===== src/source/mem_geometry_pkg.sv =====
`default_nettype none

package mem_geometry_pkg;

    //////////////////////////////
    // Array and lane geometry
    //////////////////////////////

    localparam int MEM_BYTES = 256;
    localparam int LANES     = 4;
    localparam int LANE_W    = 8;

    // Queue depth doubles as the requester's starting credit count
    localparam int REQ_QUEUE_DEPTH = 4;
    localparam int QUEUE_PTR_W     = $clog2(REQ_QUEUE_DEPTH);
    localparam int QUEUE_CNT_W     = $clog2(REQ_QUEUE_DEPTH + 1);

    // Consumer response buffer slots
    localparam int RSP_CREDITS  = 2;
    localparam int RSP_CREDIT_W = $clog2(RSP_CREDITS + 1);

    typedef logic [LANES*LANE_W-1:0] word_t;
    typedef logic [7:0]              byte_addr_t;
    typedef logic [LANE_W-1:0]       mem_byte_t;

    // Encoded value is the byte count minus one
    typedef enum logic [1:0] {
        SIZE_BYTE  = 2'd0,
        SIZE_HALF  = 2'd1,
        SIZE_THREE = 2'd2,
        SIZE_WORD  = 2'd3
    } access_size_t;

endpackage

`default_nettype wire


===== src/source/mem_txn_pkg.sv =====
`default_nettype none

package mem_txn_pkg;

    //////////////////////////////
    // Load/store transactions
    //////////////////////////////

    typedef enum logic {
        OP_LOAD  = 1'b0,
        OP_STORE = 1'b1
    } mem_op_t;

    // One request as it travels from requester to RAM
    typedef struct packed {
        mem_op_t                       op;
        mem_geometry_pkg::access_size_t size;
        logic                          sign;   // sign-extend a short load
        mem_geometry_pkg::byte_addr_t   addr;
        mem_geometry_pkg::word_t        wdata;  // lane 0 in the low byte
    } mem_req_t;

    // Load result, already extended to a full word
    typedef struct packed {
        mem_geometry_pkg::word_t rdata;
    } mem_rsp_t;

endpackage

`default_nettype wire


===== src/source/lsu_request_queue.sv =====
`timescale 1ns/1ps
`default_nettype none

module lsu_request_queue (
    input  logic                  clk,
    input  logic                  reset,
    input  logic                  req_valid,
    input  mem_txn_pkg::mem_req_t req,
    input  logic                  pop,
    output logic                  head_valid,
    output mem_txn_pkg::mem_req_t head,
    output logic                  req_credit
);

    import mem_geometry_pkg::*;
    import mem_txn_pkg::*;

    mem_req_t                entries [REQ_QUEUE_DEPTH];
    logic [QUEUE_PTR_W-1:0]  wr_ptr;
    logic [QUEUE_PTR_W-1:0]  rd_ptr;
    logic [QUEUE_CNT_W-1:0]  count;
    logic                    do_pop;

    assign head_valid = (count != '0);
    assign head       = entries[rd_ptr];
    assign do_pop     = pop && head_valid;

    // Entry storage, written at the push edge
    always_ff @(posedge clk)
    begin
        if (req_valid)
        begin
            entries[wr_ptr] <= req;
        end
    end

    always_ff @(posedge clk)
    begin
        if (reset)
        begin
            wr_ptr     <= '0;
            rd_ptr     <= '0;
            count      <= '0;
            req_credit <= 1'b0;
        end
        else
        begin
            if (req_valid)
                wr_ptr <= wr_ptr + QUEUE_PTR_W'(1);
            if (do_pop)
                rd_ptr <= rd_ptr + QUEUE_PTR_W'(1);

            case ({req_valid, do_pop})
                2'b10:   count <= count + QUEUE_CNT_W'(1);
                2'b01:   count <= count - QUEUE_CNT_W'(1);
                default: count <= count;
            endcase

            // Credit goes back the cycle after the entry leaves
            req_credit <= do_pop;
        end
    end

    //////////////////////////////
    // Protocol checks
    //////////////////////////////

    // Requester overran its credits
    a_no_push_when_full: assert property (@(posedge clk) disable iff (reset)
        !(req_valid && count == QUEUE_CNT_W'(REQ_QUEUE_DEPTH)));

endmodule

`default_nettype wire


===== config.mk =====
export PLATFORM = sky130hd
export DESIGN_NAME = lsu_request_queue
export DESIGN_NICKNAME = d
export VERILOG_FILES = /design/src/source/mem_geometry_pkg.sv /design/src/source/mem_txn_pkg.sv /design/src/source/lsu_request_queue.sv
export SDC_FILE = /design/constraint.sdc
export NUM_CORES = 1
export LEC_CHECK = 0
export BUFFER_PORTS_ARGS = -buffer_cell sky130_fd_sc_hd__buf_2
export CELL_PAD_IN_SITES_DETAIL_PLACEMENT = 2
export CELL_PAD_IN_SITES_GLOBAL_PLACEMENT = 2
export CORE_AREA = 2 2 123 125
export CTS_CLUSTER_SIZE = 25
export DETAILED_ROUTE_END_ITERATION = 8
export DIE_AREA = 0 0 125 127
export HOLD_SLACK_MARGIN = 0.1
export PLACE_DENSITY = 0.94
export SYNTH_ARGS = -nofsm -noshare
export SYNTH_HDL_FRONTEND = slang
export SYNTH_SLANG_ARGS = --single-unit

===== constraint.sdc =====
create_clock -name clk -period 5.8 [get_ports clk]
set_input_delay 0.29 -clock clk [delete_from_list [all_inputs] [get_ports clk]]
set_output_delay 0.29 -clock clk [all_outputs]
set_load 0.1 [all_outputs]

; Word-level counts from Yosys, hierarchy flattened
; Memories as Yosys holds them, arrays and structs flattened. A register that Yosys moved wholly into a read port is not among the register bits.
; Cells that the tools add are included.
[word_totals]
regBits = 8
latchBits = 0
ramBits = 176
romBits = 0
wordCells = 19
memories = 1
[classes]
add_sub_neg = 4
mul = 0
n_div = 0
n_lt_le_gt_ge = 0
n_eq_ne = 2
shift = 0
muxes = 5
bitwise_logic = 0
reduce_logical = 3
[memory_table]
columns = memory, words, word_bits, read_ports, rd_ports_with_merged_regs, wr, line
row1 = entries, 4, 44, 1, 1, 1, lsu_request_queue.sv:18  ; mem_req_t entries [REQ_QUEUE_DEPTH];
[ops]
columns = cell, n
row1 = $pmux W3 S2, 1
row2 = $add A2 B1 Y2 const B, 2
row3 = $mux W2, 2
row4 = $add A3 B1 Y3 const B, 1
row5 = $reduce_bool A3 Y1, 1
row6 = $sub A3 B1 Y3 const B, 1
row7 = $eq A2 B1 Y1 const B, 1
row8 = $eq A2 B2 Y1 const B, 1
row9 = $mux W1, 2
row10 = $reduce_bool A2 Y1, 1
row11 = $logic_and A1 B1 Y1, 1

; Depth between registers and ports, before layout
[depth]
ltp_word = 4
depth_mapped = 8

; Worst setup path before layout
; Ideal clock, no wire load.
[synth_path]
path_kind = flip-flop to flip-flop
from = reg wr_ptr[0]
to = mem entries[2][0] (netlist bit), enable pin
arrival_time_ns = 1.600
required_time_ns = 5.394
setup_slack_ns = 3.794
stages_incl_launch_ff = 4
n_path_buf = 0
synth_period_minus_slack_ns = 2.006
cell_sequence = dfxtp_1 > inv_1 > ha_1 > and2_1
[synth_lines]
columns = item, line
row1 = "start, declared", lsu_request_queue.sv:19  ; logic [QUEUE_PTR_W-1:0] wr_ptr;
row2 = "start signal, assigned", lsu_request_queue.sv:49  ; wr_ptr <= wr_ptr + QUEUE_PTR_W'(1);
row3 = "end, declared", lsu_request_queue.sv:18
; Straight into the memory's write port.

==> impl_results.html <==
<table>
<tr><th>Metric</th><th>Value</th></tr>
<tr><th colspan="2">Synth</th></tr>
<tr><td>Number of distinct library cell variants in the gate-level netlist after synthesis</td><td>22</td></tr>
<tr><td>Sequential element share of the synthesized area</td><td>0.798</td></tr>
<tr><td>Net Count, Synth</td><td>334</td></tr>
<tr><td>Main area contributors after synthesis</td><td>edfxtp_1 77%, mux4_2 13%, dfxtp_1 2.9%</td></tr>
<tr><td>Flip-flop and latch count after synthesis</td><td>186</td></tr>
<tr><td>Post-Synthesis Cell Area</td><td>6880 sq um</td></tr>
<tr><td>Main synth FF type</td><td>edfxtp_1</td></tr>
<tr><td>Cell count after synthesis</td><td>280</td></tr>
<tr><td>Number of enable-type register cells in the synthesized netlist</td><td>176</td></tr>
<tr><td>Async set-reset flop share out of synthesis</td><td>0</td></tr>
<tr><td>Cell type with the highest aggregate area in the netlist</td><td>edfxtp_1</td></tr>
<tr><td>Leading post-synthesis cells by instance count</td><td>176 x edfxtp_1, 40 x mux4_2, 10 x dfxtp_1, 9 x nor2_1, 7 x inv_1</td></tr>
<tr><td>Most repeated cell in the gate-level netlist after synthesis</td><td>edfxtp_1</td></tr>
<tr><td>Post-Synthesis Mean Instance Area</td><td>24.6 sq um</td></tr>
<tr><td>Yosys top cell area share</td><td>0.769</td></tr>
<tr><td>Yosys Warn Count</td><td>0</td></tr>
<tr><th colspan="2">STA</th></tr>
<tr><td>Slew at the pin with the worst max-slew slack</td><td>1170 ps</td></tr>
<tr><td>Final worst clock skew</td><td>13.6 ps</td></tr>
<tr><td>Maximum frequency from static timing analysis</td><td>367 MHz</td></tr>
<tr><td>Final number of setup-violating endpoints</td><td>0</td></tr>
<tr><td>Worst slew margin relative to its limit</td><td>0.217</td></tr>
<tr><td>Total negative slack</td><td>0 ps</td></tr>
<tr><td>Endpoints failing hold</td><td>0</td></tr>
<tr><td>Unrepaired setup endpoints after global routing</td><td>false</td></tr>
<tr><td>Final number of max-transition violations</td><td>0</td></tr>
<tr><td>Fraction of the cycle the final worst path needs</td><td>0.470</td></tr>
<tr><td>Fin crit period</td><td>2730 ps</td></tr>
<tr><td>Worst-case hold slack</td><td>106 ps</td></tr>
<tr><th colspan="2">Run</th></tr>
<tr><td>Reported max-cap violation count</td><td>0</td></tr>
<tr><th colspan="2">Floorplanning</th></tr>
<tr><td>Count of standard-cell rows</td><td>44</td></tr>
<tr><td>Initial Utilization</td><td>0.477</td></tr>
<tr><td>Horizontal die dimension</td><td>125 um</td></tr>
<tr><td>Die Height</td><td>127 um</td></tr>
<tr><td>Area of the placeable core</td><td>14400 sq um</td></tr>
<tr><td>Area enclosed by the die boundary</td><td>15900 sq um</td></tr>
<tr><td>I/O pin count</td><td>94</td></tr>
<tr><th colspan="2">Outcome</th></tr>
<tr><td>Status</td><td>complete, no violations</td></tr>
<tr><th colspan="2">Setup path</th></tr>
<tr><td>Critical path startpoint category</td><td>flop</td></tr>
<tr><td>Number of cells on the worst reg-to-reg path</td><td>8</td></tr>
<tr><td>Cell type of the slowest stage on the worst timing path</td><td>dfxtp_2</td></tr>
<tr><td>Cell Chain, Critical Path</td><td>mux4_2, buf_2</td></tr>
<tr><td>Required time of the critical path</td><td>5510 ps</td></tr>
<tr><td>R2r startpoint</td><td>count[0]$_SDFFE_PP0P_</td></tr>
<tr><td>Type of element capturing the critical path</td><td>output port</td></tr>
<tr><td>Crit Path Max Fanout</td><td>44</td></tr>
<tr><td>Reg2Reg Capture Point</td><td>count[1]$_SDFFE_PP0P_</td></tr>
<tr><td>Setup slack of the most critical reg-to-reg path</td><td>3700 ps</td></tr>
<tr><td>CP arrival</td><td>2440 ps</td></tr>
<tr><td>Type of the worst setup path</td><td>reg -&gt; out</td></tr>
<tr><td>Longest individual stage delay on the worst path</td><td>1110 ps</td></tr>
<tr><th colspan="2">GRT</th></tr>
<tr><td>Total global-route track usage</td><td>0.230</td></tr>
<tr><td>Global route overflow</td><td>0</td></tr>
<tr><td>Number of antenna violations at the first check in global routing</td><td>3</td></tr>
<tr><td>Vias in the first global route</td><td>3821</td></tr>
<tr><td>Global-route wire length before repair</td><td>25600 um</td></tr>
<tr><td>Maximum number of pins on one net before global-route repair</td><td>45</td></tr>
<tr><th colspan="2">Placed design</th></tr>
<tr><td>Post-DP HPWL</td><td>10300 um</td></tr>
<tr><td>Port Buf Inserts</td><td>93</td></tr>
<tr><td>Final Wtd Congestion</td><td>0.668</td></tr>
<tr><th colspan="2">Routing</th></tr>
<tr><td>Final routed DRC violation total</td><td>0</td></tr>
<tr><td>Initial DRC count</td><td>198</td></tr>
<tr><td>Mean routed wirelength per cell</td><td>28.0 um</td></tr>
<tr><td>Final antenna-violating net count</td><td>0</td></tr>
<tr><td>Post-detailed-route via-to-cell ratio</td><td>5.49</td></tr>
<tr><td>First-pass iteration count of the detailed router</td><td>5</td></tr>
<tr><td>Via count</td><td>3379</td></tr>
<tr><td>DRT Wirelength</td><td>17300 um</td></tr>
<tr><th colspan="2">Power and ir drop</th></tr>
<tr><td>Power Internal</td><td>2520 uW</td></tr>
<tr><td>Clock share of power</td><td>0.291</td></tr>
<tr><td>Logic gate share of total power</td><td>0.305</td></tr>
<tr><td>Static leakage</td><td>0.00289 uW</td></tr>
<tr><td>Power per standard cell area</td><td>490 nW/um^2</td></tr>
<tr><td>Reported net switching power</td><td>1610 uW</td></tr>
<tr><td>Worst vdd rail ir drop</td><td>0.347 mV</td></tr>
<tr><td>PnR Total Power</td><td>4130 uW</td></tr>
<tr><td>Switching share of total power</td><td>0.390</td></tr>
<tr><td>Sequential share of power</td><td>0.405</td></tr>
<tr><th colspan="2">Clock tree</th></tr>
<tr><td>Cell at the root of the clock tree</td><td>clkbuf_16</td></tr>
<tr><td>TritonCTS clock tree</td><td>built</td></tr>
<tr><td>Sinks on Clock Net</td><td>186</td></tr>
<tr><td>Worst-skew pair later-pin latency</td><td>440 ps</td></tr>
<tr><td>Clock buffers created by TritonCTS</td><td>17</td></tr>
<tr><td>Clk buf depth</td><td>2</td></tr>
<tr><td>Clock input transition at the sequential cells of the worst setup and hold paths</td><td>70 ps</td></tr>
<tr><td>Maximum level of the CTS H-tree</td><td>4</td></tr>
<tr><th colspan="2">Worst hold path</th></tr>
<tr><td>Worst Hold Launch</td><td>req[35]</td></tr>
<tr><td>Endpoint of the worst hold-timing path</td><td>entries[2][35]$_DFFE_PP_</td></tr>
<tr><td>Hold-critical path depth</td><td>1</td></tr>
<tr><td>Worst min-delay path class</td><td>in -&gt; reg</td></tr>
<tr><th colspan="2">Final layout</th></tr>
<tr><td>Antenna Diode Count</td><td>0</td></tr>
<tr><td>Area Growth Syn to Fin</td><td>22.6%</td></tr>
<tr><td>Fraction of layout instances using a drive strength above 1</td><td>0.398</td></tr>
<tr><td>Fin nets</td><td>473</td></tr>
</table>
[worst max-delay path by stage]
stage | from | to | slack, ps | cells after the start
4_1_cts | flop | head[30] | 3010 | 2
6_report | flop | head[22] | 3070 | 2
2_1_floorplan | wr_ptr[0]$_SDFFE_PP0P_ | entries[2][0]$_DFFE_PP_ | 3790 | 3
3_5_place_dp | flop | head[22] | 3520 | 2
3_3_place_gp | flop | head[40] | 3530 | 2
5_1_grt | flop | head[30] | 2930 | 2
[final cells by class]
| class | count | area [sq um] |
|---|---|---|
| sequential | 186 | 5490 |
| clock buffer | 17 | 425 |
| fill | 1203 | 5990 |
| clock inverter | 15 | 174 |
| timing repair buffer | 131 | 836 |
| inverter | 7 | 26.3 |
| multi-input combinational | 76 | 1250 |
| tap | 184 | 230 |
[worst max-delay path: cells and delay by family (launching register included)]
family	cells	cell delay, ps
flops	1	1110
buf+inv	1	450
mux	1	420
[cell usage in the layout (no fill, tap or decap)]
cell type        n
clkinv_4         4
fa_1             1
edfxtp_1       176
nor2_1           9
dfxtp_2          1
inv_6            2
xnor2_1          1
mux4_2          40
a21oi_1          2
o31ai_1          1
bufinv_16        3
clkbuf_16       17
clkinvlp_4       2
inv_1            7
o311ai_0         1
ha_1             5
dlygate4sd3_1   34
mux4_1           4
dfxtp_4          1
dfxtp_1          8
xor2_1           4
or3_1            2
clkinv_1         3
o21ai_0          1
buf_4            4
and2_2           4
mux2i_1          1
clkinv_2         1
buf_2           93
[timing repair]
action / 4_1_cts / 5_1_grt
buffers inserted: 0 / 0
endpoints found under the hold margin: 132 / 0
hold buffers: 34 / 0
gates resized for setup: 0 / 0
[cells by family after synthesis]
family / after synthesis / synth area share
xor gates and xnor gates: 5 / 0.00637
adders and majority gates: 6 / 0.0120
and+or+nand+nor: 15 / 0.0104
DFF: 186 / 0.798
muxes: 45 / 0.148
buffers and inverters: 18 / 0.0213
AOI/OAI and AO/OA: 5 / 0.00455
[metrics by stage]
stage,std cells,instance area (sq um),setup WS [ps],util
6_report,616,8430,3070,0.585
5_1_grt,616,8430,2930,0.585
4_1_cts,616,8430,3010,0.585
3_5_place_dp,550,7490,3520,0.519
3_3_place_gp,550,7490,3530,0.519
2_1_floorplan,280,6880,3790,-
[power by group through the flow]
stage,logic (uW),clock network (uW),registers (uW)
6_report,1260,1200,1670
5_1_grt,1300,1270,1690
4_1_cts,1260,1220,1680
3_5_place_dp,1240,0,1700
3_3_place_gp,1210,0,1690
2_1_floorplan,1160,0,1610
[layer usage]
metal / wire, um / part of all wire / up-vias / track usage
met2: 9200 / 0.53 / 107 / 0.400
met5: 0 / 0 / - / 0
met3: 678 / 0.039 / 19 / 0.0356
met1: 7140 / 0.41 / 1800 / 0.297
li1: - / - / 1453 / -
met4: 243 / 0.014 / 0 / 0.0830
[state kept, by name, summed over array words and instances (netlist names), named ones only]
signal and count:
entries 176, req_credit 1, wr_ptr 2, count 3, rd_ptr 2
Power figures use the tool's default switching activity.
