--- src/source/mem_geometry_pkg.sv ---
`default_nettype none

package mem_geometry_pkg;

    //////////////////////////////
    // Array and lane geometry
    //////////////////////////////

    localparam int MEM_BYTES = 256;
    localparam int LANES     = 4;
    localparam int LANE_W    = 8;

    // Queue depth doubles as the requester's starting credit count
    localparam int REQ_QUEUE_DEPTH = 4;
    localparam int QUEUE_PTR_W     = $clog2(REQ_QUEUE_DEPTH);
    localparam int QUEUE_CNT_W     = $clog2(REQ_QUEUE_DEPTH + 1);

    // Consumer response buffer slots
    localparam int RSP_CREDITS  = 2;
    localparam int RSP_CREDIT_W = $clog2(RSP_CREDITS + 1);

    typedef logic [LANES*LANE_W-1:0] word_t;
    typedef logic [7:0]              byte_addr_t;
    typedef logic [LANE_W-1:0]       mem_byte_t;

    // Encoded value is the byte count minus one
    typedef enum logic [1:0] {
        SIZE_BYTE  = 2'd0,
        SIZE_HALF  = 2'd1,
        SIZE_THREE = 2'd2,
        SIZE_WORD  = 2'd3
    } access_size_t;

endpackage

`default_nettype wire

--- src/source/mem_txn_pkg.sv ---
`default_nettype none

package mem_txn_pkg;

    //////////////////////////////
    // Load/store transactions
    //////////////////////////////

    typedef enum logic {
        OP_LOAD  = 1'b0,
        OP_STORE = 1'b1
    } mem_op_t;

    // One request as it travels from requester to RAM
    typedef struct packed {
        mem_op_t                       op;
        mem_geometry_pkg::access_size_t size;
        logic                          sign;   // sign-extend a short load
        mem_geometry_pkg::byte_addr_t   addr;
        mem_geometry_pkg::word_t        wdata;  // lane 0 in the low byte
    } mem_req_t;

    // Load result, already extended to a full word
    typedef struct packed {
        mem_geometry_pkg::word_t rdata;
    } mem_rsp_t;

endpackage

`default_nettype wire

--- src/source/mem_access_engine.sv ---
`timescale 1ns/1ps
`default_nettype none

module mem_access_engine (
    input  logic                  clk,
    input  logic                  reset,
    input  logic                  head_valid,
    input  mem_txn_pkg::mem_req_t head,
    input  logic                  rsp_credit,
    output logic                  pop,
    output logic                  access_en,
    output mem_txn_pkg::mem_req_t access_req,
    output logic                  access_is_load
);

    import mem_geometry_pkg::*;
    import mem_txn_pkg::*;

    logic [RSP_CREDIT_W-1:0] credits;
    logic                    head_is_load;
    logic                    load_pop;

    assign head_is_load = (head.op == OP_LOAD);

    // Stores always go; loads wait for a free response slot
    assign pop      = head_valid && (!head_is_load || credits != '0);
    assign load_pop = pop && head_is_load;

    assign access_en      = pop;
    assign access_req     = head;
    assign access_is_load = head_is_load;

    // Response credit counter
    always_ff @(posedge clk)
    begin
        if (reset)
        begin
            credits <= RSP_CREDIT_W'(RSP_CREDITS);
        end
        else
        begin
            case ({load_pop, rsp_credit})
                2'b10:   credits <= credits - RSP_CREDIT_W'(1);
                2'b01:   credits <= credits + RSP_CREDIT_W'(1);
                default: credits <= credits;
            endcase
        end
    end

    //////////////////////////////
    // Credit checks
    //////////////////////////////

    // Consumer returned more credits than it was given
    a_credit_bound: assert property (@(posedge clk) disable iff (reset)
        credits <= RSP_CREDIT_W'(RSP_CREDITS));

    a_no_load_without_credit: assert property (@(posedge clk) disable iff (reset)
        !(access_en && access_is_load && credits == '0));

endmodule

`default_nettype wire

--- config.mk ---
export PLATFORM = sky130hd
export DESIGN_NAME = mem_access_engine
export DESIGN_NICKNAME = d
export VERILOG_FILES = /design/src/source/mem_geometry_pkg.sv /design/src/source/mem_txn_pkg.sv /design/src/source/mem_access_engine.sv
export SDC_FILE = /design/constraint.sdc
export NUM_CORES = 1
export LEC_CHECK = 0
export ABC_AREA = 0
export CORE_AREA = 2 2 39 41
export CTS_CLUSTER_SIZE = 24
export DETAILED_ROUTE_END_ITERATION = 10
export DIE_AREA = 0 0 41 43
export DONT_BUFFER_PORTS = 1
export GPL_ROUTABILITY_DRIVEN = 0
export SYNTH_ARGS = -nofsm -noshare
export SYNTH_HDL_FRONTEND = slang
export SYNTH_SLANG_ARGS = --single-unit
--- constraint.sdc ---
create_clock -name clk -period 1.6 [get_ports clk]
set_clock_uncertainty 0.2 [all_clocks]
set_input_delay 0.24 -clock clk [delete_from_list [all_inputs] [get_ports clk]]
set_output_delay 0.24 -clock clk [all_outputs]
set_load 0.02 [all_outputs]
-- Yosys cells after proc, flatten, opt, wreduce, memory -nomap -nowiden
Cells that the tools add are included.
- register bits after elaboration: 2
- bits in latches: 0
- bits in writable memories: 0
- memory bits (read-only): 0
- output and inout port bits: 47
- word-level logic and storage cells: 12
- memories kept: 0
- $add $sub $neg: 2
- $mul: 0
- div/mod/pow operators: 0
- $lt $le $gt $ge: 0
- equal/unequal tests: 2
- shift-type cells: 0
- multiplexer cells: 1
- bitwise logic cells: 1
- reduce and logical (&&, ||, !) cells: 5
- operator list (operator ; number):
    $pmux W2 S2 ; 1
    $reduce_bool A2 Y1 ; 2
    $add A2 B1 Y2 const B ; 1
    $eq A2 B1 Y1 const B ; 1
    $eq A2 B2 Y1 const B ; 1
    $logic_and A1 B1 Y1 ; 2
    $sub A2 B1 Y2 const B ; 1
    $logic_or A1 B1 Y1 ; 1
    $not A1 Y1 ; 1

-- Logic depth before layout (Yosys ltp)
Gate-level depths: netlist of the first run.
- depth after elaboration: 6
- depth in mapped cells: 6
- gate-level depth less buffers: 6

-- Worst setup path before layout of the first run
OpenSTA, ideal clock, no wires.
- path kind: in2reg
- start point: input head[43] (netlist bit)
- end point: register credits[1]
- arrival: 1.286 ns
- setup slack: -0.013 ns
- stages on the path: 6
- path through: inv_1 o211ai_1 ha_1 xor2_1 o21ai_0 or3b_1
- longest elaborated chain between the ends: 5
- elaborated cells between the ends (all ways): 8
- classes of those cells: eq/ne: 2; mux: 1; bitwise: 1; reduce/logical: 4
- ends and longest elaborated chain (what ; line ; source):
    start: declaration ; mem_access_engine.sv:8 ; input mem_txn_pkg::mem_req_t head,
    $logic_or A1 B1 Y1 ; mem_access_engine.sv:26 ; assign pop = head_valid && (!head_is_load || credits != '0);
    $logic_and A1 B1 Y1 ; mem_access_engine.sv:26 ;
    $logic_and A1 B1 Y1 * ; mem_access_engine.sv:27 ; assign load_pop = pop && head_is_load;
    $eq A2 B1 Y1 / $eq A2 B2 Y1 (equally long branches) ; mem_access_engine.sv:42 ; case ({load_pop, rsp_credit})
    $pmux W2 S2 / $reduce_bool A2 Y1 (equally long branches) ; - ;
    end signal: assignment ; mem_access_engine.sv:43 ; 2'b10: credits <= credits - RSP_CREDIT_W'(1);
    end signal: assignment ; mem_access_engine.sv:44 ; 2'b01: credits <= credits + RSP_CREDIT_W'(1);
    end signal: assignment ; mem_access_engine.sv:45 ; default: credits <= credits;
    end: declaration ; mem_access_engine.sv:19 ; logic [RSP_CREDIT_W-1:0] credits;
Mark *: on every way between the ends. The rest lies on a longest branch, timed or not.
A chain may end at the register's enable or synchronous reset.

-- Final worst setup path of the first run
- start point: register credits[1]
- end point: register credits[1]
- longest elaborated chain between the ends: 6
- elaborated cells between the ends (all ways): 10
- classes of those cells: add/sub: 2; eq/ne: 2; mux: 1; reduce/logical: 5
- ends and longest elaborated chain (what ; line ; source):
    start signal: assignment ; mem_access_engine.sv:38 ; credits <= RSP_CREDIT_W'(RSP_CREDITS);
    start signal: assignment ; mem_access_engine.sv:43 ;
    start signal: assignment ; mem_access_engine.sv:44 ;
    $reduce_bool A2 Y1 ; mem_access_engine.sv:26 ;
    $logic_or A1 B1 Y1 ; mem_access_engine.sv:26 ;
    $logic_and A1 B1 Y1 ; mem_access_engine.sv:26 ;
    $logic_and A1 B1 Y1 ; mem_access_engine.sv:27 ;
    $eq A2 B1 Y1 / $eq A2 B2 Y1 (equally long branches) ; mem_access_engine.sv:42 ;
    $pmux W2 S2 / $reduce_bool A2 Y1 (equally long branches) ; - ;
Parallel ways exist; a longest one is shown, timed or not.

==> run summary, run 1 <==
Hold is met by 0.1404 ns. The register with the highest flop count is credits. STA puts the critical path data required time at 1.50 ns.

The standard-cell row count came out at 14. For this design the ratio of total power to cell area is 1243 nW/um^2. For this run, the total global-route usage over all layers was measured as 0.07415. Setup repair after global routing could not meet its margin everywhere. The cell type contributing the most total cell area after synthesis is sky130_fd_sc_hd__buf_4. The area of the multi-input gates came out at 80.08 sq um. Setup violations remaining at the end of the flow were counted as 0. STA classifies the critical path startpoint as a flip-flop. The highest clock rate came out at 628.4 MHz. The signal on the critical path passes through o211ai_1, ha_2, o21ai_1, or3b_1. The largest registers in the layout are credits: 2 flops.

The hold violation count in the final report came to 0. Pin placement for this block handled 95 I/O pins. In this run, distinct cell masters in the synthesized netlist total 11.

The number of flip-flops in the largest register is 2. Of all nets on the critical path, the largest fanout is 3. The count of TritonRoute iterations in the first routing pass came out at 2. After synthesis, the cell types taking the most area are sky130_fd_sc_hd__buf_4, sky130_fd_sc_hd__dfxtp_1, sky130_fd_sc_hd__xor2_1, sky130_fd_sc_hd__ha_1, sky130_fd_sc_hd__o31a_2. The clock network latency to the later pin of the worst-skew pair came out at 0.23 ns.

The initial antenna violation count came to 0. The die is 41 microns wide. The utilization after layout came out at 0.1465. CTS placed an instance of sky130_fd_sc_hd__clkbuf_4 at the clock tree root.

The number of inserted diodes came out at 0. The number of warnings reported in the yosys synthesis log is 0. The detail-routed net length per standard cell came out at 15.57 microns. STA classifies the critical path endpoint as a flip-flop. Dividing the final minimum period by the clock period gives 0.9946. The post-synthesis instance total is 57.

In this run the tightest slew margin relative to its limit is 0.8460. The total count of max-transition violations in the final report is 0. IR analysis of the VDD net gives a maximum drop of 0.0001664 V.

The worst stage delay on the critical path is 0.34 ns. The setup path with the least slack is of type flip-flop to flip-flop. The clock transition time at the flip-flop clock pins of the worst setup and hold paths is 0.03 ns. The layout overhead on the synthesized area is -55.12%. At the pin with the least slew margin, the transition time is 0.2318 ns. The number of fillers in the final layout is 155. The largest net degree at the start of global routing came out at 4. TritonCTS built the clock tree. The global-route congestion overflow total came out at 0. The gate family responsible for the most delay along the worst path is simple AND/OR/NAND/NOR gates.

The total negative setup slack came out at 0 ns. The largest individual stage delay along the critical path comes from the cell sky130_fd_sc_hd__or3b_1. The post-synthesis area per instance came out at 7.924 sq um. The sequential-to-total area share from yosys stat came out at 0.08864. The post-layout worst setup margin is 0.008607 ns.

The remaining antenna violation count after routing is 0. The floorplan step defined a die boundary enclosing 1763 sq um. The post-synth design cell area is 451.7 sq um. The net count after synthesis is 106. The buffer levels on the longest clock path is 2. Of the post-synthesis cell area, the dominant cell type holds 0.7479. The number of global-route vias before repair is 170. The buffers plus inverters on the worst setup path came out at 0. The count of input and output buffers is 0. The total core area is 1384 sq um. The max-capacitance violation count is 0.

The pre-CTS setup slack came out at -0.01223 ns. The number of nets at the end of the flow came out at 70. The CTS H-tree depth is 1.

The initial core utilization is 0.3264. Measured along the y axis, the die boundary spans 43 microns. The share of final-layout standard cells stronger than drive strength 1 is 0.5263. The worst path needs 1.591 ns of the cycle, external delays included. The min-delay analysis places its worst path in the category input port to flip-flop. The flow ran to the end, and the final reports show no timing, DRC or antenna violations. The first-pass GRT wire length came out at 724 microns. The sequential cells in the finished layout cover a total of 40.04 sq um.

The leakage power figure came out at 0.07678 nW. In the routed layout, each cell is associated on average with a via count of 4.829. The violation count after the first detailed-routing iteration is 2. The total number of clock tree sinks is 2. The total via count after detailed routing came out at 169. Wires add up to 545 microns. The worst path arrival time is 1.49 ns. For this run, design rule violations remaining after detail routing come to 0. The number of clock buffers added by TritonCTS is 3. Synthesis inferred 2 register bits.
## cell usage in the layout (no fill, tap or decap)
cell | synthesis | layout
sky130_fd_sc_hd__clkinvlp_4 | 0 | 1
sky130_fd_sc_hd__buf_4 | 45 | 3
sky130_fd_sc_hd__dlygate4sd3_1 | 0 | 1
sky130_fd_sc_hd__nor3_1 | 1 | 1
sky130_fd_sc_hd__o211ai_1 | 1 | 1
sky130_fd_sc_hd__dfxtp_1 | 2 | 2
sky130_fd_sc_hd__or3b_1 | 1 | 1
sky130_fd_sc_hd__ha_2 | 0 | 1
sky130_fd_sc_hd__o21ai_1 | 0 | 1
sky130_fd_sc_hd__xor2_1 | 2 | 1
sky130_fd_sc_hd__o31a_2 | 1 | 1
sky130_fd_sc_hd__nor2_1 | 1 | 1
sky130_fd_sc_hd__xor2_2 | 0 | 1
sky130_fd_sc_hd__clkbuf_4 | 0 | 3
## report_power, final
group / switching, mW / internal (mW)
registers: 0.00410 / 0.0599
clock network: 0.0303 / 0.0829
logic: 0.0375 / 0.0373
total: 0.0719 / 0.180
## worst register-to-register path, stage by stage (launching register included)
cell and delay (ns):
sky130_fd_sc_hd__dfxtp_1 0.30, sky130_fd_sc_hd__o211ai_1 0.19, sky130_fd_sc_hd__ha_2 0.32, sky130_fd_sc_hd__o21ai_1 0.12
sky130_fd_sc_hd__or3b_1 0.34
## cells by family (layout without fill, tap and decap cells)
logic type / Yosys count / after routing / share of synthesized area
AO/OA/AOI/OAI: 3 / 3 / 0.04986
XOR/XNOR: 2 / 2 / 0.03879
adder cells (fa/ha/maj): 1 / 1 / 0.02770
buffers and inverters: 46 / 8 / 0.7562
flip-flops: 2 / 2 / 0.08865
AND/OR/NAND/NOR: 3 / 3 / 0.03877
## layout make-up
| class | count | area share |
|---|---|---|
| multi-input cells | 9 | 0.3951 |
| flip-flops and latches | 2 | 0.1975 |
| well taps | 16 | 0.09877 |
| inverters | 1 | 0.03704 |
| repair buffers | 4 | 0.1605 |
| clock buffers | 3 | 0.1111 |
## per-layer routing
| metal | GRT usage | routed length, microns |
|---|---|---|
| met1 | 0.04473 | 145 |
| met2 | 0.06875 | 190 |
| met3 | 0.07853 | 145 |
| met4 | 0.1533 | 63 |
| met5 | 0 | 0 |
## worst paths after layout
kind | endpoint | slack [ns] | start | depth (start not counted)
setup reg to reg | credits[1] | 0.009 | credits[1] | 4
hold / removal | credits[0] | 0.14 | rsp_credit | 3
setup / recovery | credits[1] | 0.009 | credits[1] | 4
hold reg to reg | credits[0] | 0.41 | credits[0] | 3
## cells in the mapped netlist (all sizes together)
cell type  number
buf            45
dfxtp           2
xor2            2
ha              1
inv             1
nor2            1
nor3            1
o211ai          1
o21ai           1
o31a            1
or3b            1
## stage by stage
stage	power, mW	instances	area [sq um]
after global routing	0.2823	35	202.7
after global placement	0.1286	31	160.2
after CTS	0.2581	35	200.2
after detailed placement	0.1313	31	160.2
final	0.2520	35	202.7
after floorplan	0.2711	57	455.4
## timing repair
item                                    4_1_cts  5_1_grt
hold buffers                                  1        0
pin swaps                                     0        2
gates resized for setup                       1        2
setup buffers                                 0        0
endpoints found under the setup margin        1        1
endpoints found under the hold margin         2        0
Power figures use the tool's default switching activity.
==> run 2: changes to the inputs <==
--- a/config.mk
+++ b/config.mk
@@ -13,4 +13,5 @@
 export DONT_BUFFER_PORTS = 1
 export GPL_ROUTABILITY_DRIVEN = 0
+export GPL_TIMING_DRIVEN = 0
 export SYNTH_ARGS = -nofsm -noshare
 export SYNTH_HDL_FRONTEND = slang
==> constraint.sdc (replaced) <==
create_clock -name clk -period 1.6 [get_ports clk]
set_clock_uncertainty 0.2 [all_clocks]
set_input_delay 0.24 -clock clk [delete_from_list [all_inputs] [get_ports clk]]
set_output_delay 0.24 -clock clk [all_outputs]
set_load 0.05 [all_outputs]
==> run 2 against run 1 <==
  * Critical endpoint unchanged
  * The run now ends with negative setup slack left
  * First-iteration DRC count stayed put
  * Highest routed layer unchanged
  * Sequential cell count stayed put
  * Design area grew to 2.7 times the previous value
==> run summary, run 2 (synthesis gave the netlist of run 1 again) <==
The final non-filler cell area is 550.5 sq um. The library cell used most frequently in the layout, excluding fill and tap cells, is sky130_fd_sc_hd__buf_4. The flow ran to the end, but the final reports show violations. At the pin with the least slew margin, the transition time is 0.2603 ns. The final cycle utilization of the critical path is 1.022. The length of routed met3 wiring is 197 microns. The startpoint identified for the worst register-to-register timing path is credits[1]. The largest registers in the layout are credits: 2 flops. The most critical setup path has its startpoint at credits[1]. More flip-flops sit in one register than any other, and that register is credits. The detail-routed net length per standard cell is 10.92 microns. The number of clock buffers added by TritonCTS is 3. For this run, the total global-route usage over all layers was measured as 0.07908. In this run the power density over the cells is 1049 nW/um^2.

The worst slack on hold paths came out at 0.2307 ns. The tree is rooted in a sky130_fd_sc_hd__clkbuf_4. The number of nets at the end of the flow is 114.

The first-pass GRT wire length is 828 microns. After filler insertion, the fill cell instance count of the layout stands at 141. The hold violation count in the final report is 0. The initial core utilization came out at 0.3264. The number of non-filler instances in the completed layout came out at 79. The clock drives 2 sinks. The number of flip-flops in the largest register came out at 2.

The count of buffers added on input and output ports is 0. The worst register-to-register path ends at credits[1]. Power comes to 577.4 uW.

The violation count after the first detailed-routing iteration came out at 2. The total routed wire length on the met1 layer is 196 microns. In the layout the commonest cells are sky130_fd_sc_hd__buf_4, sky130_fd_sc_hd__clkbuf_4. Detailed routing inserted a total of 345 vias.

The headroom to the max-slew limit is 0.8261. The most critical setup path has its endpoint at credits[1]. The total negative setup slack is -0.03536 ns.

The remaining antenna violation count after routing came out at 0. The buffers plus inverters on the worst setup path came out at 0. The detailed-routed wire length on met2 came out at 448 microns. The overall routed net length is 863 microns. TritonCTS built the clock tree. The standard cell with the maximum stage delay on the critical path is sky130_fd_sc_hd__or3b_1. For this run, the detailed router's first-pass iteration total came to 2.

At the placement stage, the worst setup path has a slack of -0.1354 ns. After detailed placement, the design holds a cell count of 73. The worst setup path is launched from a flip-flop.

The worst stage delay on the critical path came out at 0.35 ns. The clock network latency to the later pin of the worst-skew pair is 0.23 ns. The worst reg2reg path depth is 5.

The data required time of the worst path is 1.50 ns. The shortest clock period the worst path allows after layout came out at 1.635 ns. The number of inserted diodes is 0. The share of final-layout standard cells stronger than drive strength 1 came out at 0.8730. The initial antenna violation count was 0.

The floorplan step set the die width to 41 microns. Setup slack on the worst reg-to-reg path comes out at -0.04 ns. The die covers 1763 sq um. The utilization after layout came out at 0.3978. Walking the worst path, the cells encountered are o211ai_1, ha_1, xor2_2, o21ai_0, or3b_1.

In the post-route analysis, the smallest setup slack over all paths is -0.03536 ns. The layout overhead on the synthesized area came out at 21.88%. By startpoint and endpoint, the worst setup path is classified as flip-flop to flip-flop. The final reports fail on negative setup slack. The path class of the lowest-slack min-delay path is input port to flip-flop.

The buffer levels on the longest clock path came out at 2. The final number of setup-violating endpoints is 1. The height of the die came out at 43 microns. The number of top-level pins is 95. The DRC violation count after routing is 0. The cell area reported after detailed placement is 475.5 sq um. The kind of end point of the critical path is a flip-flop. In this run the worst path has a maximum fanout of 4. The total core area is 1384 sq um.

The highest layer used for signal routing is met4. After legalization and detailed placement, the total HPWL measured 718.6 microns. Setup repair after global routing could not meet its margin everywhere.

The total count of max-transition violations in the final report came out at 0. The max-capacitance violation count is 0. The global-route congestion overflow total is 0. The largest net degree at the start of global routing came out at 5. The standard-cell row count is 14. Timing would allow up to 611.5 MHz. The leakage power figure came out at 0.2979 nW. The number of global-route vias before repair came out at 232.

The clock transition time at the flip-flop clock pins of the worst setup and hold paths came out at 0.03 ns. The worst path arrival time came out at 1.54 ns. The gate family responsible for the most delay along the worst path is simple AND/OR/NAND/NOR gates.

The number of vias per cell after detailed routing came out at 4.367. The CTS H-tree depth came out at 1. The total number of cells along the worst setup path came out at 5. IR analysis of the VDD net gives a maximum drop of 0.0002594 V.
## run 2: cell types whose count changed in the layout (fill, tap and decap cells not counted)
cell,before,now
sky130_fd_sc_hd__o31a_2,1,0
sky130_fd_sc_hd__dfxtp_1,2,0
sky130_fd_sc_hd__o21ai_0,0,1
sky130_fd_sc_hd__ha_1,0,1
sky130_fd_sc_hd__dfxtp_4,0,1
sky130_fd_sc_hd__buf_8,0,1
sky130_fd_sc_hd__o21ai_1,1,0
sky130_fd_sc_hd__o31a_4,0,1
sky130_fd_sc_hd__dfxtp_2,0,1
sky130_fd_sc_hd__buf_4,3,46
sky130_fd_sc_hd__ha_2,1,0
## run 2: metal layers
| metal | GRT usage | vias to the layer above |
|---|---|---|
| met3 | 0.07853 | 4 |
| li1 | - | 145 |
| met4 | 0.06000 | 0 |
| met2 | 0.1250 | 52 |
| met5 | 0 | - |
| met1 | 0.04777 | 144 |
## run 2: layout make-up
cell class                 instances  area (sq um)  share of cell area
sequential                         2         45.04             0.08182
clock buffer                       3         22.52             0.04091
tap                               16         20.02             0.03636
timing repair buffer               3         25.02             0.04545
multi-input combinational          9         85.08              0.1545
buffer                            45         345.3              0.6273
inverter                           1         7.507             0.01364
## run 2: repair_timing
item / CTS / global route
hold buffers: 1 / 0
endpoints found under the hold margin: 2 / 0
pin swaps: 1 / 0
buffers inserted: 2 / 0
resized for setup: 6 / 1
setup endpoints to repair: 2 / 2
## run 2: power by group
part           total, mW  switching (mW)  internal (mW)
sequential        0.0725         0.00951         0.0630
combinational      0.389           0.275          0.115
clock              0.116          0.0325         0.0830
## run 2: how the worst min path moves through the flow
stage / from / end / slack [ns] / cells after the start
floorplan: reset / credits[0] / 0.11 / 1
global placement: reset / credits[0] / 0.11 / 1
detailed placement: reset / credits[0] / 0.12 / 1
CTS: rsp_credit / credits[1] / 0.22 / 3
global route: rsp_credit / credits[1] / 0.25 / 3
finish: rsp_credit / credits[1] / 0.23 / 3
## run 2: worst register-to-register path, cell delays in order (launching register included)
cell                       delay, ns
sky130_fd_sc_hd__dfxtp_2        0.34
sky130_fd_sc_hd__o211ai_1       0.10
sky130_fd_sc_hd__ha_1           0.23
sky130_fd_sc_hd__xor2_2         0.16
sky130_fd_sc_hd__o21ai_0        0.13
sky130_fd_sc_hd__or3b_1         0.35
==> run 3: changes to the inputs <==
- ABC_AREA: 0 -> 1
- SETUP_SLACK_MARGIN: default -> 0.1
==> run 3 against run 2 <==
  * The run still ends with negative setup slack left
  * Worst setup slack worse by 0.093 ns
  * Final cell count increased by 8.9%
  * Via count increased by 6.4%
==> run summary, run 3 <==
The run finished, with violations left. The final reports fail on negative setup slack. The clock drives 2 sinks. The number of stages on the worst hold path is 2.

The cell type contributing the most total cell area after synthesis is sky130_fd_sc_hd__buf_4. In this run, placement finished with an instance count of 81. The number of clock buffers inserted by TritonCTS came out at 3. The largest net degree at the start of global routing is 4. The initial antenna violation count is 0. The area fraction of the dominant cell type after synthesis is 0.7013. The startpoint identified for the worst register-to-register timing path is credits[1]. The initial core utilization is 0.3481. The critical path goes through inv_2, a31oi_4, nand2_2, ha_4, inv_2, nand4_1, nand3_1. The share of synthesized cell area in full adder, half adder and majority cells is 0.02597.

The shortest clock period the worst path allows after layout is 1.728 ns. The number of global-route vias before repair came out at 230. Among all cell types in the netlist, the one instantiated most often is sky130_fd_sc_hd__buf_4. The number of fillers in the final layout is 144. Counting flops and latches in the post-synthesis netlist gives 2. For this block, the via count after detailed routing is 367. A synthesized cell averages 7.411 sq um. The finished layout holds 86 standard cells, fillers aside. The global routing met2 resource utilization is 0.1156. The register with the most flip-flops in the layout has 2 of them. The capture point of the worst reg-to-reg path is credits[1]. The met1 track demand over resource in global routing came out at 0.05414. The most common flop cell mapped by yosys is sky130_fd_sc_hd__dfxtp_1. The actual transition at the worst max-transition pin is 0.4888 ns.

The setup slack of the worst register-to-register path came out at -0.13 ns. The final layout contains 121 nets. In the finished design, the share of the clock period the worst path needs comes to 1.080. The worst slack on hold paths is 0.03515 ns. In the final routed layout, each cell accounts on average for 9.558 microns. The worst path arrival time is 1.64 ns.

Measured in cells, the most critical reg-to-reg path has a length of 7. In the global route stage, met3 resource usage came out at 0.04712. For this run, the slowest stage of the critical path takes 0.44 ns.

The number of inserted diodes came out at 0. The floorplan step defined a die boundary enclosing 1763 sq um. In the post-synthesis netlist, the biggest area contributors are sky130_fd_sc_hd__buf_4, sky130_fd_sc_hd__dfxtp_1, sky130_fd_sc_hd__inv_1, sky130_fd_sc_hd__a31oi_4, sky130_fd_sc_hd__ha_1.

After synthesis, the netlist uses 12 different library cells. The cell area power density is 968.2 nW/um^2. Pin placement for this block handled 95 I/O pins. The clock network latency to the later pin of the worst-skew pair is 0.23 ns. The path with the worst hold slack has its endpoint at credits[0]. Compared with the post-synthesis result, the final layout area differs by 19.22%.

After detailed routing, the number of remaining DRC violations is 0. The top fanout value on the critical path came out at 3. The CTS H-tree depth is 1. The clock transition time at the flip-flop clock pins of the worst setup and hold paths is 0.03 ns. Ranked by instance count, the synthesized netlist is headed by sky130_fd_sc_hd__buf_4, sky130_fd_sc_hd__inv_1, sky130_fd_sc_hd__nand2_1, sky130_fd_sc_hd__dfxtp_1, sky130_fd_sc_hd__nand3_1. The count of input and output buffers is 0.

The top cell types in the final layout, fill and taps aside, are sky130_fd_sc_hd__buf_4, sky130_fd_sc_hd__inv_1, sky130_fd_sc_hd__clkbuf_4. The global routing stage identified its most utilized layer as met2. Global routing finished with a remaining overflow of 0. The worst hold path begins at rsp_credit. The overall global routing resource usage came out at 0.07508. The final non-filler cell area is 574.3 sq um. For this run, the top clock speed supported by timing is 578.6 MHz.

In this run the static leakage power is 0.3165 nW. The simple-gate share of the synthesized area came out at 0.07013. The max-capacitance violation count came out at 0.

The maximum vdd ir drop is 0.0003146 V. The number of synthesized flops with an enable pin came out at 0. The height of the die is 43 microns. The critical setup path kind is flip-flop to flip-flop. The clock passes through at most 2 buffers. The final number of setup-violating endpoints came out at 3. The final layout contains routed wiring with a total length of 822 microns. The register with the highest flop count is credits. The cell type with the highest occurrence count on the critical path is sky130_fd_sc_hd__inv_2. The TritonCTS clock tree is yes.

The count of TritonRoute iterations in the first routing pass came out at 3. The standard-cell row count is 14. The share of final-layout standard cells stronger than drive strength 1 is 0.8571. The hold violation count in the final report came out at 0. The worst setup path is captured at a flip-flop. After synthesis, the largest family of logic cells by area is buffers and inverters.

After synthesis, the share of flip-flops with an asynchronous set or reset is 0. The post-synthesis instance total came out at 65. The violation count after the first detailed-routing iteration came out at 7.

The synthesized-area fraction occupied by ao, oa, aoi and oai cells was 0.06494. The net count after synthesis came out at 114. The worst pin sits at a relative slew slack of 0.6742.

During synthesis, Yosys emitted a total of 0 warnings. In this run the cell area measured after placement is 520.5 sq um. The total count of max-transition violations in the final report came out at 0.

The cell area that synthesis handed to floorplanning was 481.7 sq um. The xor-xnor portion of the synthesized cell area is 0. The first-pass GRT wire length is 807 microns.

In this run the worst hold path is classified as input port to flip-flop. The detail route stage leaves a number of antenna-violating nets equal to 0. The slowest stage of the critical path belongs to the cell sky130_fd_sc_hd__a31oi_4. The detailed placer's ending HPWL is 737.2 microns. The die span in x came out at 41 microns. The total core area is 1384 sq um. The number of vias per cell after detailed routing is 4.267.

Leaving out fill and tap cells, the most frequent cell in the layout is sky130_fd_sc_hd__buf_4. Setup repair after global routing could not meet its margin everywhere. The startpoint kind of the worst setup timing path is a flip-flop.

The post-synthesis mux area share came out at 0. Once routing completed, OpenROAD measured the worst setup slack at -0.1283 ns. The cell sitting at the root of the clock tree is a sky130_fd_sc_hd__clkbuf_4. The largest registers in the layout are credits: 2 flops. For this run, the register share of the synthesized area comes to 0.08312.

Data on the critical path is required at its endpoint by 1.51 ns.
## run 3: changes by cell type after synthesis, sizes merged
cell	before	now
a31oi	0	1
o31a	1	0
xor2	2	0
nor2	1	0
o211ai	1	0
nor3	1	0
inv	1	7
nand3	0	2
nand4	0	1
or3b	1	0
a21oi	0	1
nand2	0	4
## run 3: critical path: cells and delay by family (launching register included)
| kind | cells | cell delay [ns] |
|---|---|---|
| flip-flops | 1 | 0.32 |
| adder cells (fa/ha/maj) | 1 | 0.30 |
| AO/OA/AOI/OAI | 1 | 0.44 |
| AND/OR/NAND/NOR | 3 | 0.26 |
| buffers and inverters | 2 | 0.09 |
## run 3: repair_timing
action	CTS	global route
buffers inserted	1	0
setup endpoints to repair	4	4
hold buffers	1	0
resized for setup	6	1
pin swaps	6	4
gates cloned	0	0
hold endpoints to repair	1	0
## run 3: cell type report
cell class / count / area (sq um) / share of cell area
buffer: 45 / 341.6 / 0.5948
clock buffer: 3 / 22.52 / 0.03922
inverter: 7 / 32.53 / 0.05664
multi-input combinational: 11 / 97.59 / 0.1699
sequential: 2 / 42.54 / 0.07407
tap: 16 / 20.02 / 0.03486
timing repair buffer: 2 / 17.52 / 0.03050
## run 3: worst max-delay path by stage
stage / depth (start not counted) / endpoint / start
finish: 7 / credits[1] / credits[1]
global placement: 7 / credits[1] / head[43]
detailed placement: 8 / credits[1] / head[43]
floorplan: 7 / credits[1] / head[43]
global route: 8 / credits[1] / credits[1]
CTS: 8 / credits[1] / credits[0]
## run 3: per-layer routing
metal	wire (microns)	vias to the layer above
li1	-	164
met1	153	149
met2	439	50
met3	202	4
met4	26	0
met5	0	-
## run 3: kinds of logic (layout without fill, tap and decap cells)
group,count (synthesis),after routing
simple gates,7,7
fa+ha+maj,1,1
flops,2,2
compound gates,3,3
buf+inv,52,57
## run 3: stage by stage
stage,worst slack (ns),power (mW),util,setup TNS (ns)
2_1_floorplan,-0.2639,0.4192,-,-0.5473
3_3_place_gp,-0.3363,0.4287,0.3761,-0.7187
3_5_place_dp,-0.3532,0.4305,0.3761,-0.7701
4_1_cts,-0.1658,0.5621,0.4141,-0.3991
5_1_grt,-0.2435,0.5814,0.4150,-0.5521
6_report,-0.1283,0.5560,0.4150,-0.3074
## run 3: power by group
part | internal [mW] | switching (mW) | total, mW
clock | 0.0828 | 0.0301 | 0.113
combinational | 0.103 | 0.276 | 0.379
sequential | 0.0584 | 0.00532 | 0.0637
total | 0.244 | 0.312 | 0.556
